===== src/common/rv_pkg.sv =====
package rv_pkg;

  typedef logic [31:0] word_t;
  typedef logic [31:0] addr_t;
  typedef logic [31:0] inst_t;
  typedef logic [4:0]  reg_addr_t;

  localparam int unsigned NUM_REGS   = 32;
  localparam int unsigned INST_BYTES = 4;   // PC step.
  localparam reg_addr_t   ZERO_REG   = 5'd0;

  // ##############################
  // Opcodes
  // ##############################
  localparam logic [6:0] OPCODE_OP     = 7'b011_0011;
  localparam logic [6:0] OPCODE_OP_IMM = 7'b001_0011;
  localparam logic [6:0] OPCODE_LOAD   = 7'b000_0011;
  localparam logic [6:0] OPCODE_STORE  = 7'b010_0011;
  localparam logic [6:0] OPCODE_BRANCH = 7'b110_0011;
  localparam logic [6:0] OPCODE_JAL    = 7'b110_1111;
  localparam logic [6:0] OPCODE_JALR   = 7'b110_0111;
  localparam logic [6:0] OPCODE_LUI    = 7'b011_0111;
  localparam logic [6:0] OPCODE_AUIPC  = 7'b001_0111;
  localparam logic [6:0] OPCODE_SYSTEM = 7'b111_0011;

  // ##############################
  // Function fields
  // ##############################
  localparam logic [2:0] FUNCT3_ADD  = 3'b000;   // Also SUB.
  localparam logic [2:0] FUNCT3_SLL  = 3'b001;
  localparam logic [2:0] FUNCT3_SLT  = 3'b010;
  localparam logic [2:0] FUNCT3_SLTU = 3'b011;
  localparam logic [2:0] FUNCT3_XOR  = 3'b100;
  localparam logic [2:0] FUNCT3_SR   = 3'b101;   // SRL and SRA.
  localparam logic [2:0] FUNCT3_OR   = 3'b110;
  localparam logic [2:0] FUNCT3_AND  = 3'b111;

  localparam logic [2:0] FUNCT3_BEQ  = 3'b000;
  localparam logic [2:0] FUNCT3_BNE  = 3'b001;
  localparam logic [2:0] FUNCT3_BLT  = 3'b100;
  localparam logic [2:0] FUNCT3_BGE  = 3'b101;
  localparam logic [2:0] FUNCT3_BLTU = 3'b110;
  localparam logic [2:0] FUNCT3_BGEU = 3'b111;

  localparam logic [2:0] FUNCT3_LB   = 3'b000;
  localparam logic [2:0] FUNCT3_LH   = 3'b001;
  localparam logic [2:0] FUNCT3_LW   = 3'b010;
  localparam logic [2:0] FUNCT3_LBU  = 3'b100;
  localparam logic [2:0] FUNCT3_LHU  = 3'b101;
  localparam logic [2:0] FUNCT3_SB   = 3'b000;
  localparam logic [2:0] FUNCT3_SH   = 3'b001;
  localparam logic [2:0] FUNCT3_SW   = 3'b010;

  localparam logic [2:0] FUNCT3_JALR  = 3'b000;
  localparam logic [2:0] FUNCT3_PRIV  = 3'b000;
  localparam logic [2:0] FUNCT3_CSRRW = 3'b001;
  localparam logic [2:0] FUNCT3_CSRRS = 3'b010;

  localparam logic [6:0] FUNCT7_BASE   = 7'h00;
  localparam logic [6:0] FUNCT7_ALT    = 7'h20;   // SUB and SRA.
  localparam logic [6:0] FUNCT7_MULDIV = 7'h01;

  localparam logic [11:0] FUNCT12_ECALL  = 12'h000;
  localparam logic [11:0] FUNCT12_EBREAK = 12'h001;
  localparam logic [11:0] FUNCT12_MRET   = 12'h302;

  typedef enum logic [3:0] {
    INST_NOP, INST_RR, INST_RI, INST_LOAD, INST_STORE, INST_BRANCH,
    INST_JAL, INST_JALR, INST_LUI, INST_AUIPC, INST_SYSTEM
  } inst_class_e;

  typedef enum logic [3:0] {
    ALU_OP_NOP, ALU_OP_ADD, ALU_OP_SUB, ALU_OP_XOR, ALU_OP_OR, ALU_OP_AND,
    ALU_OP_SLL, ALU_OP_SRL, ALU_OP_SRA, ALU_OP_SLT, ALU_OP_SLTU, ALU_OP_JUMP
  } alu_op_e;

  typedef enum logic [3:0] {
    BPU_OP_NOP, BPU_OP_BEQ, BPU_OP_BNE, BPU_OP_BLT, BPU_OP_BGE,
    BPU_OP_BLTU, BPU_OP_BGEU, BPU_OP_JAL, BPU_OP_JALR
  } bpu_op_e;

  typedef enum logic [3:0] {
    LSU_OP_NOP, LSU_OP_LB, LSU_OP_LH, LSU_OP_LW, LSU_OP_LBU, LSU_OP_LHU,
    LSU_OP_SB, LSU_OP_SH, LSU_OP_SW
  } lsu_op_e;

endpackage


===== src/decode/rv_decode.sv =====
`timescale 1ns/10ps

module rv_decode import rv_pkg::*; (
  input  addr_t       pc_i,
  input  inst_t       inst_i,
  output inst_class_e inst_class_o,
  output alu_op_e     alu_op_o,
  output bpu_op_e     bpu_op_o,
  output logic        alu_src_imm_o,
  output logic        wena_o,
  output reg_addr_t   waddr_o,
  output word_t       imm_o,
  output reg_addr_t   raddr1_o,
  output reg_addr_t   raddr2_o,
  output logic        unsupported_o
);

  // ##############################
  // Fields and immediates
  // ##############################
  wire [11:0]     funct12 = inst_i[31:20];
  wire [6:0]      funct7  = inst_i[31:25];
  wire reg_addr_t rs2     = inst_i[24:20];
  wire reg_addr_t rs1     = inst_i[19:15];
  wire [2:0]      funct3  = inst_i[14:12];
  wire reg_addr_t rd      = inst_i[11:7];
  wire [6:0]      opcode  = inst_i[6:0];

  wire word_t imm_i  = {{21{inst_i[31]}}, inst_i[30:20]};
  wire word_t imm_s  = {{21{inst_i[31]}}, inst_i[30:25], inst_i[11:7]};
  wire word_t imm_b  = {{20{inst_i[31]}}, inst_i[7], inst_i[30:25], inst_i[11:8], 1'b0};
  wire word_t imm_u  = {inst_i[31:12], 12'b0};
  wire word_t imm_j  = {{12{inst_i[31]}}, inst_i[19:12], inst_i[20], inst_i[30:21], 1'b0};
  wire word_t imm_sh = {27'b0, inst_i[24:20]};

  // ##############################
  // Instruction match terms
  // ##############################
  wire is_op   = (opcode == OPCODE_OP);
  wire is_opi  = (opcode == OPCODE_OP_IMM);
  wire is_br   = (opcode == OPCODE_BRANCH);
  wire is_sys  = (opcode == OPCODE_SYSTEM);
  wire f7_base = (funct7 == FUNCT7_BASE);
  wire f7_alt  = (funct7 == FUNCT7_ALT);

  wire inst_add   = is_op & (funct3 == FUNCT3_ADD)  & f7_base;
  wire inst_sub   = is_op & (funct3 == FUNCT3_ADD)  & f7_alt;
  wire inst_sll   = is_op & (funct3 == FUNCT3_SLL)  & f7_base;
  wire inst_slt   = is_op & (funct3 == FUNCT3_SLT)  & f7_base;
  wire inst_sltu  = is_op & (funct3 == FUNCT3_SLTU) & f7_base;
  wire inst_xor   = is_op & (funct3 == FUNCT3_XOR)  & f7_base;
  wire inst_srl   = is_op & (funct3 == FUNCT3_SR)   & f7_base;
  wire inst_sra   = is_op & (funct3 == FUNCT3_SR)   & f7_alt;
  wire inst_or    = is_op & (funct3 == FUNCT3_OR)   & f7_base;
  wire inst_and   = is_op & (funct3 == FUNCT3_AND)  & f7_base;
  wire inst_muldv = is_op & (funct7 == FUNCT7_MULDIV);

  wire inst_addi  = is_opi & (funct3 == FUNCT3_ADD);
  wire inst_slti  = is_opi & (funct3 == FUNCT3_SLT);
  wire inst_sltiu = is_opi & (funct3 == FUNCT3_SLTU);
  wire inst_xori  = is_opi & (funct3 == FUNCT3_XOR);
  wire inst_ori   = is_opi & (funct3 == FUNCT3_OR);
  wire inst_andi  = is_opi & (funct3 == FUNCT3_AND);
  wire inst_slli  = is_opi & (funct3 == FUNCT3_SLL) & f7_base;
  wire inst_srli  = is_opi & (funct3 == FUNCT3_SR)  & f7_base;
  wire inst_srai  = is_opi & (funct3 == FUNCT3_SR)  & f7_alt;

  wire inst_beq   = is_br & (funct3 == FUNCT3_BEQ);
  wire inst_bne   = is_br & (funct3 == FUNCT3_BNE);
  wire inst_blt   = is_br & (funct3 == FUNCT3_BLT);
  wire inst_bge   = is_br & (funct3 == FUNCT3_BGE);
  wire inst_bltu  = is_br & (funct3 == FUNCT3_BLTU);
  wire inst_bgeu  = is_br & (funct3 == FUNCT3_BGEU);
  wire inst_jal   = (opcode == OPCODE_JAL);
  wire inst_jalr  = (opcode == OPCODE_JALR) & (funct3 == FUNCT3_JALR);
  wire inst_lui   = (opcode == OPCODE_LUI);
  wire inst_auipc = (opcode == OPCODE_AUIPC);

  wire inst_ecall  = is_sys & (funct3 == FUNCT3_PRIV) & (funct12 == FUNCT12_ECALL);
  wire inst_ebreak = is_sys & (funct3 == FUNCT3_PRIV) & (funct12 == FUNCT12_EBREAK);
  wire inst_mret   = is_sys & (funct3 == FUNCT3_PRIV) & (funct12 == FUNCT12_MRET);
  wire inst_csr    = is_sys & ((funct3 == FUNCT3_CSRRW) | (funct3 == FUNCT3_CSRRS));

  lsu_op_e lsu_op;

  always_comb begin
    case ({opcode, funct3})
      {OPCODE_LOAD, FUNCT3_LB}:  lsu_op = LSU_OP_LB;
      {OPCODE_LOAD, FUNCT3_LH}:  lsu_op = LSU_OP_LH;
      {OPCODE_LOAD, FUNCT3_LW}:  lsu_op = LSU_OP_LW;
      {OPCODE_LOAD, FUNCT3_LBU}: lsu_op = LSU_OP_LBU;
      {OPCODE_LOAD, FUNCT3_LHU}: lsu_op = LSU_OP_LHU;
      {OPCODE_STORE, FUNCT3_SB}: lsu_op = LSU_OP_SB;
      {OPCODE_STORE, FUNCT3_SH}: lsu_op = LSU_OP_SH;
      {OPCODE_STORE, FUNCT3_SW}: lsu_op = LSU_OP_SW;
      default:                   lsu_op = LSU_OP_NOP;
    endcase
  end

  wire inst_rr  = inst_add | inst_sub | inst_sll | inst_slt | inst_sltu |
                  inst_xor | inst_srl | inst_sra | inst_or  | inst_and;
  wire inst_ri  = inst_addi | inst_slti | inst_sltiu | inst_xori | inst_ori |
                  inst_andi | inst_slli | inst_srli  | inst_srai;
  wire inst_bxx = inst_beq | inst_bne | inst_blt | inst_bge | inst_bltu | inst_bgeu;
  wire inst_ld  = (lsu_op inside {LSU_OP_LB, LSU_OP_LH, LSU_OP_LW, LSU_OP_LBU, LSU_OP_LHU});
  wire inst_st  = (lsu_op inside {LSU_OP_SB, LSU_OP_SH, LSU_OP_SW});
  wire inst_sys = inst_ecall | inst_ebreak | inst_mret | inst_csr;
  wire known    = inst_rr | inst_ri | inst_bxx | inst_jal | inst_jalr | inst_lui |
                  inst_auipc | inst_ld | inst_st | inst_sys | inst_muldv;

  // Fetch address must be word aligned.
  wire pc_misaligned = (pc_i[1:0] != 2'b00);

  assign unsupported_o = ~known | inst_ld | inst_st | inst_sys | inst_muldv | pc_misaligned;

  // ##############################
  // Operation encoding
  // ##############################
  always_comb begin
    case (opcode)
      OPCODE_OP:     inst_class_o = INST_RR;
      OPCODE_OP_IMM: inst_class_o = INST_RI;
      OPCODE_LOAD:   inst_class_o = INST_LOAD;
      OPCODE_STORE:  inst_class_o = INST_STORE;
      OPCODE_BRANCH: inst_class_o = INST_BRANCH;
      OPCODE_JAL:    inst_class_o = INST_JAL;
      OPCODE_JALR:   inst_class_o = INST_JALR;
      OPCODE_LUI:    inst_class_o = INST_LUI;
      OPCODE_AUIPC:  inst_class_o = INST_AUIPC;
      OPCODE_SYSTEM: inst_class_o = INST_SYSTEM;
      default:       inst_class_o = INST_NOP;
    endcase
  end

  always_comb begin
    case (inst_class_o)
      INST_RI:                           imm_o = (inst_slli | inst_srli | inst_srai) ?
                                                 imm_sh : imm_i;
      INST_LOAD, INST_JALR, INST_SYSTEM: imm_o = imm_i;
      INST_STORE:                        imm_o = imm_s;
      INST_BRANCH:                       imm_o = imm_b;
      INST_JAL:                          imm_o = imm_j;
      INST_LUI, INST_AUIPC:              imm_o = imm_u;
      default:                           imm_o = '0;
    endcase
  end

  assign alu_op_o = (inst_add  | inst_addi)  ? ALU_OP_ADD  :
                    (inst_sub)               ? ALU_OP_SUB  :
                    (inst_xor  | inst_xori)  ? ALU_OP_XOR  :
                    (inst_or   | inst_ori)   ? ALU_OP_OR   :
                    (inst_and  | inst_andi)  ? ALU_OP_AND  :
                    (inst_sll  | inst_slli)  ? ALU_OP_SLL  :
                    (inst_srl  | inst_srli)  ? ALU_OP_SRL  :
                    (inst_sra  | inst_srai)  ? ALU_OP_SRA  :
                    (inst_slt  | inst_slti)  ? ALU_OP_SLT  :
                    (inst_sltu | inst_sltiu) ? ALU_OP_SLTU :
                    (inst_jal  | inst_jalr)  ? ALU_OP_JUMP : ALU_OP_NOP;

  assign bpu_op_o = inst_beq  ? BPU_OP_BEQ  :
                    inst_bne  ? BPU_OP_BNE  :
                    inst_blt  ? BPU_OP_BLT  :
                    inst_bge  ? BPU_OP_BGE  :
                    inst_bltu ? BPU_OP_BLTU :
                    inst_bgeu ? BPU_OP_BGEU :
                    inst_jal  ? BPU_OP_JAL  :
                    inst_jalr ? BPU_OP_JALR : BPU_OP_NOP;

  assign alu_src_imm_o = (inst_class_o == INST_RI);

  assign wena_o  = inst_rr | inst_ri | inst_jal | inst_jalr | inst_lui | inst_auipc |
                   inst_ld | inst_csr | inst_muldv;
  assign waddr_o = wena_o ? rd : ZERO_REG;

  // Unused read ports park on x0.
  assign raddr1_o = (inst_rr | inst_ri | inst_bxx | inst_jalr | inst_ld | inst_st |
                     inst_csr | inst_muldv) ? rs1 : ZERO_REG;
  assign raddr2_o = (inst_rr | inst_bxx | inst_st | inst_muldv) ? rs2 : ZERO_REG;

endmodule


===== src/hdl/rv_regfile.sv =====
`timescale 1ns/10ps

module rv_regfile import rv_pkg::*; (
  input  logic      clk_i,
  input  logic      rst_n_i,
  input  reg_addr_t raddr1_i,
  input  reg_addr_t raddr2_i,
  output word_t     rdata1_o,
  output word_t     rdata2_o,
  input  logic      we_i,
  input  reg_addr_t waddr_i,
  input  word_t     wdata_i
);

  word_t regs [1:NUM_REGS-1];   // x0 has no storage.

  always_ff @(posedge clk_i or negedge rst_n_i) begin
    if (!rst_n_i) begin
      for (int i = 1; i < NUM_REGS; i++) begin
        regs[i] <= '0;
      end
    end else if (we_i && (waddr_i != ZERO_REG)) begin
      regs[waddr_i] <= wdata_i;
    end
  end

  assign rdata1_o = (raddr1_i == ZERO_REG) ? '0 : regs[raddr1_i];
  assign rdata2_o = (raddr2_i == ZERO_REG) ? '0 : regs[raddr2_i];

endmodule


===== src/hdl/rv_alu.sv =====
`timescale 1ns/10ps

module rv_alu import rv_pkg::*; (
  input  alu_op_e alu_op_i,
  input  logic    alu_src_imm_i,
  input  word_t   rs1_i,
  input  word_t   rs2_i,
  input  word_t   imm_i,
  output word_t   result_o
);

  word_t op_b;
  logic  [4:0] shamt;

  assign op_b  = alu_src_imm_i ? imm_i : rs2_i;
  assign shamt = op_b[4:0];

  always_comb begin
    case (alu_op_i)
      ALU_OP_ADD:  result_o = rs1_i + op_b;
      ALU_OP_SUB:  result_o = rs1_i - op_b;
      ALU_OP_XOR:  result_o = rs1_i ^ op_b;
      ALU_OP_OR:   result_o = rs1_i | op_b;
      ALU_OP_AND:  result_o = rs1_i & op_b;
      ALU_OP_SLL:  result_o = rs1_i << shamt;
      ALU_OP_SRL:  result_o = rs1_i >> shamt;
      ALU_OP_SRA:  result_o = word_t'($signed(rs1_i) >>> shamt);
      ALU_OP_SLT:  result_o = {31'b0, $signed(rs1_i) < $signed(op_b)};
      ALU_OP_SLTU: result_o = {31'b0, rs1_i < op_b};
      default:     result_o = '0;   // Link value comes from writeback.
    endcase
  end

endmodule


===== src/hdl/rv_branch_unit.sv =====
`timescale 1ns/10ps

module rv_branch_unit import rv_pkg::*; (
  input  bpu_op_e bpu_op_i,
  input  addr_t   pc_i,
  input  word_t   rs1_i,
  input  word_t   rs2_i,
  input  word_t   imm_i,
  output logic    taken_o,
  output addr_t   target_o
);

  addr_t jalr_sum;

  always_comb begin
    case (bpu_op_i)
      BPU_OP_BEQ:  taken_o = (rs1_i == rs2_i);
      BPU_OP_BNE:  taken_o = (rs1_i != rs2_i);
      BPU_OP_BLT:  taken_o = ($signed(rs1_i) <  $signed(rs2_i));
      BPU_OP_BGE:  taken_o = ($signed(rs1_i) >= $signed(rs2_i));
      BPU_OP_BLTU: taken_o = (rs1_i <  rs2_i);
      BPU_OP_BGEU: taken_o = (rs1_i >= rs2_i);
      BPU_OP_JAL,
      BPU_OP_JALR: taken_o = 1'b1;
      default:     taken_o = 1'b0;
    endcase
  end

  assign jalr_sum = rs1_i + imm_i;
  assign target_o = (bpu_op_i == BPU_OP_JALR) ? {jalr_sum[31:1], 1'b0} : (pc_i + imm_i);

endmodule


===== src/hdl/rv_writeback.sv =====
`timescale 1ns/10ps

module rv_writeback import rv_pkg::*; (
  input  logic        clk_i,
  input  logic        rst_n_i,
  input  logic        inst_valid_i,
  input  inst_class_e inst_class_i,
  input  addr_t       pc_i,
  input  word_t       imm_i,
  input  word_t       alu_result_i,
  input  logic        taken_i,
  input  addr_t       target_i,
  input  logic        wena_i,
  input  reg_addr_t   waddr_i,
  input  logic        unsupported_i,
  output logic        rf_we_o,
  output reg_addr_t   rf_waddr_o,
  output word_t       rf_wdata_o,
  output logic        retire_valid_o,
  output logic        retire_we_o,
  output reg_addr_t   retire_rd_o,
  output word_t       retire_wdata_o,
  output addr_t       next_pc_o,
  output logic        illegal_o
);

  addr_t link_addr;
  addr_t next_pc;
  word_t wdata;

  assign link_addr = pc_i + INST_BYTES;

  always_comb begin
    case (inst_class_i)
      INST_JAL, INST_JALR: wdata = link_addr;
      INST_LUI:            wdata = imm_i;
      INST_AUIPC:          wdata = pc_i + imm_i;
      default:             wdata = alu_result_i;
    endcase
  end

  assign next_pc    = (taken_i && !unsupported_i) ? target_i : link_addr;
  assign rf_we_o    = inst_valid_i & wena_i & ~unsupported_i;
  assign rf_waddr_o = waddr_i;
  assign rf_wdata_o = wdata;

  always_ff @(posedge clk_i or negedge rst_n_i) begin
    if (!rst_n_i) begin
      retire_valid_o <= 1'b0;
      retire_we_o    <= 1'b0;
      illegal_o      <= 1'b0;
      retire_rd_o    <= ZERO_REG;
      retire_wdata_o <= '0;
      next_pc_o      <= '0;
    end else begin
      retire_valid_o <= inst_valid_i;
      retire_we_o    <= rf_we_o;
      illegal_o      <= inst_valid_i & unsupported_i;
      if (inst_valid_i) begin   // Record holds between instructions.
        retire_rd_o    <= waddr_i;
        retire_wdata_o <= wdata;
        next_pc_o      <= next_pc;
      end
    end
  end

endmodule


===== src/hdl/rv_exec_core.sv =====
`timescale 1ns/10ps

module rv_exec_core import rv_pkg::*; (
  input  logic      clk_i,
  input  logic      rst_n_i,
  input  logic      inst_valid_i,
  input  addr_t     pc_i,
  input  inst_t     inst_i,
  output logic      retire_valid_o,
  output logic      retire_we_o,
  output reg_addr_t retire_rd_o,
  output word_t     retire_wdata_o,
  output addr_t     next_pc_o,
  output logic      illegal_o
);

  inst_class_e inst_class;
  alu_op_e     alu_op;
  bpu_op_e     bpu_op;
  logic        alu_src_imm;
  logic        wena;
  logic        unsupported;
  logic        taken;
  logic        rf_we;
  reg_addr_t   waddr;
  reg_addr_t   raddr1;
  reg_addr_t   raddr2;
  reg_addr_t   rf_waddr;
  word_t       imm;
  word_t       rdata1;
  word_t       rdata2;
  word_t       alu_result;
  word_t       rf_wdata;
  addr_t       target;

  rv_decode i_rv_decode (
    .pc_i          (pc_i),
    .inst_i        (inst_i),
    .inst_class_o  (inst_class),
    .alu_op_o      (alu_op),
    .bpu_op_o      (bpu_op),
    .alu_src_imm_o (alu_src_imm),
    .wena_o        (wena),
    .waddr_o       (waddr),
    .imm_o         (imm),
    .raddr1_o      (raddr1),
    .raddr2_o      (raddr2),
    .unsupported_o (unsupported)
  );

  rv_regfile i_rv_regfile (
    .clk_i    (clk_i),
    .rst_n_i  (rst_n_i),
    .raddr1_i (raddr1),
    .raddr2_i (raddr2),
    .rdata1_o (rdata1),
    .rdata2_o (rdata2),
    .we_i     (rf_we),
    .waddr_i  (rf_waddr),
    .wdata_i  (rf_wdata)
  );

  rv_alu i_rv_alu (
    .alu_op_i      (alu_op),
    .alu_src_imm_i (alu_src_imm),
    .rs1_i         (rdata1),
    .rs2_i         (rdata2),
    .imm_i         (imm),
    .result_o      (alu_result)
  );

  rv_branch_unit i_rv_branch_unit (
    .bpu_op_i (bpu_op),
    .pc_i     (pc_i),
    .rs1_i    (rdata1),
    .rs2_i    (rdata2),
    .imm_i    (imm),
    .taken_o  (taken),
    .target_o (target)
  );

  rv_writeback i_rv_writeback (
    .clk_i          (clk_i),
    .rst_n_i        (rst_n_i),
    .inst_valid_i   (inst_valid_i),
    .inst_class_i   (inst_class),
    .pc_i           (pc_i),
    .imm_i          (imm),
    .alu_result_i   (alu_result),
    .taken_i        (taken),
    .target_i       (target),
    .wena_i         (wena),
    .waddr_i        (waddr),
    .unsupported_i  (unsupported),
    .rf_we_o        (rf_we),
    .rf_waddr_o     (rf_waddr),
    .rf_wdata_o     (rf_wdata),
    .retire_valid_o (retire_valid_o),
    .retire_we_o    (retire_we_o),
    .retire_rd_o    (retire_rd_o),
    .retire_wdata_o (retire_wdata_o),
    .next_pc_o      (next_pc_o),
    .illegal_o      (illegal_o)
  );

endmodule


===== config.mk =====
export PLATFORM = sky130hd
export DESIGN_NAME = rv_exec_core
export DESIGN_NICKNAME = d
export VERILOG_FILES = /design/src/common/rv_pkg.sv /design/src/decode/rv_decode.sv /design/src/hdl/rv_regfile.sv /design/src/hdl/rv_alu.sv /design/src/hdl/rv_branch_unit.sv /design/src/hdl/rv_writeback.sv /design/src/hdl/rv_exec_core.sv
export SDC_FILE = /design/constraint.sdc
export NUM_CORES = 2
export LEC_CHECK = 0
export BUFFER_PORTS_ARGS = -buffer_cell sky130_fd_sc_hd__buf_2
export CAP_MARGIN = 20
export CORE_MARGIN = 3
export CORE_UTILIZATION = 60
export DETAILED_ROUTE_END_ITERATION = 10
export PLACE_DENSITY = 0.89
export SETUP_SLACK_MARGIN = 0.4
export SYNTH_ARGS = -nofsm -noshare
export SYNTH_HDL_FRONTEND = slang
export SYNTH_SLANG_ARGS = --single-unit

===== constraint.sdc =====
create_clock -name clk_i -period 6.2 [get_ports clk_i]
set_input_delay 0.93 -clock clk_i [delete_from_list [all_inputs] [get_ports clk_i]]
set_output_delay 0.93 -clock clk_i [all_outputs]
set_load 0.1 [all_outputs]

==> summary.md, run 1 <==
| Metric | Value |
|---|---|
| Outcome | aborted with a tool error |
| Step where the flow halted | 5_1_grt |
| Tool error | [ERROR GRT-0116] Global routing finished with congestion. Check the congestion regions in the DRC Viewer. |
| Inserted Clock Buffers | 111 |
| Count of flip-flops with a built-in enable after synthesis | 0 |
| Dominant cells by area after synthesis | sky130_fd_sc_hd__dfrtp_1 37%, sky130_fd_sc_hd__a21oi_1 7.6%, sky130_fd_sc_hd__nor2_1 5.8% |
| Number of buffers between clock root and the deepest sink | 3 |
| Synthesized flop and latch total | 1064 |
| Standard-cell rows | 126 |
| Synthesis Warnings | 0 |
| Global-route wire length before repair | 825000 um |
| Top cell types by occurrence after synthesis | 1112 x sky130_fd_sc_hd__nor2_1, 1097 x sky130_fd_sc_hd__a21oi_1, 1064 x sky130_fd_sc_hd__dfrtp_1 |
| Cell area after technology mapping | 0.07202 mm^2 |
| Remaining global-route overflow | 3088 |
| Synth Instances | 8375 |
| Clock tree root driver cell | sky130_fd_sc_hd__clkbuf_16 |
| Portion of synthesized cell area occupied by the leading cell type | 36.97% |
| Final GP Congestion | 1.379 |
| Starting density of the core | 60.75% |
| Number of clock sinks | 1064 |
| Die width | 352.5 um |
| Die H | 352.5 um |
| Most used DFF post-synth | sky130_fd_sc_hd__dfrtp_1 |
| Num ports | 139 |
| Maximum number of pins on one net before global-route repair | 181 |
| Instance area after placement | 0.08377 mm^2 |
| Average instance area after synthesis | 8.599 um^2 |
| Synth async-reset ratio | 100.0% |
| Unique masters post-synth | 127 |
| Number of levels the H-tree was split into | 3 |
| Global-route usage over all layers | 88.62% |
| Sequential share of the synthesized area | 36.97% |
| Most frequent cell after synthesis | sky130_fd_sc_hd__nor2_1 |
| Synthesized Nets | 8637 |
| HPWL after detailed placement | 249700 um |
| Yosys top cell by area | sky130_fd_sc_hd__dfrtp_1 |
| Number of global-route vias before repair | 110132 |
| Port Buffers | 138 |
## cell families after synthesis
family                   after synthesis  share of synthesized area [%]
multiplexers                         678                          12.82
AO/OA/AOI/OAI                       2738                          23.95
XOR/XNOR                              93                          1.131
flip-flops                          1064                          36.97
AND/OR/NAND/NOR                     2737                          16.44
buffers and inverters                870                          5.254
adder cells (fa/ha/maj)              195                          3.429
## stage by stage
step           setup slack (ps)  hold WS, ps  setup TNS, ps  std cells
2_1_floorplan            -281.4        460.4         -83360       8375
3_5_place_dp              -2073        481.4       -1297850      10685
4_1_cts                  -329.5        271.6         -86140      10989
3_3_place_gp              -1769        463.5       -1140260      10685
## routing by layer
layer | overflow | global-route usage [%]
met5 | 48 | 73.38
met1 | 318 | 85.56
met4 | 782 | 86.54
met3 | 371 | 84.82
met2 | 1569 | 97.55
## repair_timing
item                       in CTS
pin swaps                     104
buffers inserted               77
gates cloned                   20
gates resized for setup       419
hold buffers                    0
setup endpoints to repair     898
==> inputs of run 2 (changes only) <==
--- a/config.mk
+++ b/config.mk
@@ -8,10 +8,9 @@
 export BUFFER_PORTS_ARGS = -buffer_cell sky130_fd_sc_hd__buf_2
 export CAP_MARGIN = 20
 export CORE_MARGIN = 3
-export CORE_UTILIZATION = 60
+export CORE_UTILIZATION = 40
 export DETAILED_ROUTE_END_ITERATION = 10
-export PLACE_DENSITY = 0.89
-export SETUP_SLACK_MARGIN = 0.4
+export PLACE_DENSITY_LB_ADDON = 0.15
 export SYNTH_ARGS = -nofsm -noshare
 export SYNTH_HDL_FRONTEND = slang
 export SYNTH_SLANG_ARGS = --single-unit
==> run 2 against run 1 <==
Net effect:
- the flow now finishes, with violations (negative setup slack)
- synthesized cell count unchanged
- synthesized area is the same
==> summary.md, run 2 <==
| Metric | Value |
|---|---|
| Clock latency of the later-clocked register in the worst-skew pair | 830 ps |
| Post-Place Cells | 11993 (was 10685) |
| Max Clock Skew | 73.11 ps |
| Global-route usage over all layers | 46.18% |
| Peak ir drop on the vdd network | 0.0002546 V |
| Global-route wire length before repair | 606400 um |
| Final cycle utilization of the critical path | 116.0% |
| Final std cells w/o fill | 12417 |
| Max-cap violations | 0 |
| Cell area after technology mapping | 0.07202 mm^2 (unchanged) |
| Final setup vio count | 886 |
| Number of buffers between clock root and the deepest sink | 3 (unchanged) |
| Crit path largest cell delay | 390 ps |
| Number of max-slew violations in the final report | 0 |
| Power per cell area | 176.8 mW/mm^2 |
| Vias per Instance | 6.477 |
| Number of clock sinks | 1064 (unchanged) |
| Highest attainable clock frequency | 139.1 MHz |
| Outcome | complete, but fails checks (was aborted with a tool error) |
| Synth Instances | 8375 (unchanged) |
| Count of flip-flops with a built-in enable after synthesis | 0 (unchanged) |
| Portion of synthesized cell area occupied by the leading cell type | 36.97% (unchanged) |
| Leak | 45.47 nW |
| Dominant cells by area after synthesis | sky130_fd_sc_hd__dfrtp_1 37%, sky130_fd_sc_hd__a21oi_1 7.6%, sky130_fd_sc_hd__nor2_1 5.8% (unchanged) |
| Synth async-reset ratio | 100.0% (unchanged) |
| Number of endpoints with negative hold slack in the final report | 0 |
| Violations in the final reports | negative setup slack |
| Sequential share of the synthesized area | 36.97% (unchanged) |
| Synthesized Nets | 8637 (unchanged) |
| Setup WS post-layout | -991.4 ps |
| Synthesized flop and latch total | 1064 (unchanged) |
| CP Class | primary input to flip-flop |
| Type of the tightest min-delay check | primary input to async pin |
| Clock slew at the register clock pins of the worst setup and hold paths | 60 ps |
| Most frequent standard cell in the layout excluding fill and tap cells | sky130_fd_sc_hd__buf_4 |
| Starting density of the core | 40.32% (was 60.75%) |
| Worst setup SP type | primary input |
| Hold bufs inserted after CTS | 0 (unchanged) |
| Fraction of layout instances using a drive strength above 1 | 34.11% |
| Commonest non-fill, non-tap cells in the layout | 1665 x sky130_fd_sc_hd__buf_4, 1064 x sky130_fd_sc_hd__dfrtp_1, 1056 x sky130_fd_sc_hd__nor2_1 |
| Required arrival time at the worst endpoint | 6880 ps |
| Number of antenna violations at the first check in global routing | 19 |
| Maximum number of pins on one net before global-route repair | 166 |
| Remaining global-route overflow | 0 |
| Max-slew headroom at the worst pin | 18.81% |
| RSZ-0062 raised after global routing | true |
| Largest driver fanout on the critical path | 8 |
| Port Buffers | 138 (unchanged) |
| R2R depth | 26 |
| Num ports | 139 (unchanged) |
| Inserted Clock Buffers | 121 (was 111) |
| Final GP Congestion | 1.071 (was 1.379) |
| Tightest Pin Transition | 1187 ps |
| DR iter-0 viols | 9438 |
| WL/cell | 35.37 um |
| Number of global-route vias before repair | 77335 |
| Critical path arrival | 7880 ps |
| Die width | 430.3 um (was 352.5 um) |
| Fin nets | 10202 |
| Yosys top cell by area | sky130_fd_sc_hd__dfrtp_1 (unchanged) |
| Post-Route Utilization | 55.72% |
| Die H | 430.3 um (was 352.5 um) |
| Cell area after layout | 0.09953 mm^2 |
| Standard-cell rows | 155 (was 126) |
| Area of the die | 0.1852 mm^2 |
| Cell type of the slowest stage on the worst timing path | sky130_fd_sc_hd__o41ai_4 |
| Antenna Violating Nets Remaining | 0 |
| CTS tree | yes |
| Instance area after placement | 0.09006 mm^2 (was 0.08377 mm^2) |
| Average instance area after synthesis | 8.599 um^2 (unchanged) |
| Min Tclk post-route | 7191 ps |
| Setup Slack @ Placement | -2904 ps (was -2073 ps) |
| Synthesis Warnings | 0 (unchanged) |
| Clock tree root driver cell | sky130_fd_sc_hd__clkbuf_16 (unchanged) |
| WL final | 439100 um |
| Unique masters post-synth | 127 (unchanged) |
| HPWL after detailed placement | 325800 um (was 249700 um) |
| Most used DFF post-synth | sky130_fd_sc_hd__dfrtp_1 (unchanged) |
| Largest register by flop count | i_rv_regfile.regs |
| Initial DRT Pass Iterations | 9 |
| Most frequent cell after synthesis | sky130_fd_sc_hd__nor2_1 (unchanged) |
| Kind of end point of the critical path | flip-flop |
| Area of the core | 0.1786 mm^2 |
| Number of levels the H-tree was split into | 3 (unchanged) |
| Area added between synthesis and finish | 38.20% |
| Registers with the most flip-flops | i_rv_regfile.regs: 992 flops, i_rv_writeback.next_pc_o: 32 flops, i_rv_writeback.retire_wdata_o: 32 flops |
| Total number of vias | 80420 |
| Flip-flop count of the largest register after layout | 992 |
| # DRC | 0 |
| Top cell types by occurrence after synthesis | 1112 x sky130_fd_sc_hd__nor2_1, 1097 x sky130_fd_sc_hd__a21oi_1, 1064 x sky130_fd_sc_hd__dfrtp_1 (unchanged) |
-- run 2: cell counts after synthesis --
No cell type changed its count.
-- run 2: routing by layer --
layer / track usage (%) / vias up / part of all wire (%)
li1: - / 33776 / -
met2: 67.29 / 5356 / 42
met3: 13.03 / 1553 / 11
met1: 57.88 / 39719 / 37
met4: 35.36 / 16 / 9.6
met5: 0 / - / 0.053
-- run 2: cell type report --
| type | instances | area, um^2 |
|---|---|---|
| Antenna cell | 18 | 45.04 |
| Sequential cell | 1064 | 26630 |
| Tap cell | 2355 | 2947 |
| Fill cell | 16412 | 79080 |
| Clock buffer | 169 | 3448 |
| Clock inverter | 58 | 774.5 |
| Timing Repair Buffer | 2178 | 20430 |
| Multi-Input combinational cell | 6441 | 44750 |
| Inverter | 134 | 520.5 |
-- run 2: logic make-up after synthesis --
kind of cell,after synthesis,share of synthesized area [%]
fa+ha+maj,195,3.429
xor+xnor,93,1.131
compound gates,2738,23.95
flops,1064,36.97
buf+inv,870,5.254
simple gates,2737,16.44
mux,678,12.82
-- run 2: metrics by stage --
step / hold slack, ps / total power (W) / TNS [ps]
after floorplan: 460.4 / 0.008300 / -83360
after global placement: 467.1 / 0.009665 / -1784300
after detailed placement: 476.1 / 0.009663 / -1751080
after CTS: 99.64 / 0.01756 / -274830
after global routing: 127.7 / 0.01800 / -535780
final: 62.67 / 0.01760 / -436660
-- run 2: path summary, 6_finish.rpt --
check	slack, ps	endpoint	from
max	-990	i_rv_regfile.regs[864]	inst_i[28]
min	60	i_rv_regfile.regs[643]	rst_n_i
max reg2reg	-380	i_rv_writeback.retire_wdata_o[31]	i_rv_regfile.regs[641]
min reg2reg	490	i_rv_writeback.next_pc_o[3]	i_rv_writeback.next_pc_o[3]
max in group asynchronous	4410	i_rv_regfile.regs[177]	rst_n_i
min in group clk_i	490	i_rv_writeback.next_pc_o[3]	i_rv_writeback.next_pc_o[3]
-- run 2: report_power, final --
part / switching (W) / internal [W]
Clock: 0.00332 / 0.00446
Combinational: 0.00184 / 0.000960
Sequential: 0.0000334 / 0.00698
Total: 0.00519 / 0.0124
-- run 2: critical path: cells and delay by family --
family	cells	cell delay [ps]
and+or+nand+nor	9	1150
buffers and inverters	13	1970
AOI/OAI and AO/OA	17	3530
adders and majority gates	1	240
-- run 2: timing repair --
item,in CTS,in global routing
gates cloned,31,3
pin swaps,189,85
endpoints found under the setup margin,853,854
resized for setup,596,110
buffers inserted,145,23
Note: power is estimated with default switching activity, not from simulation.
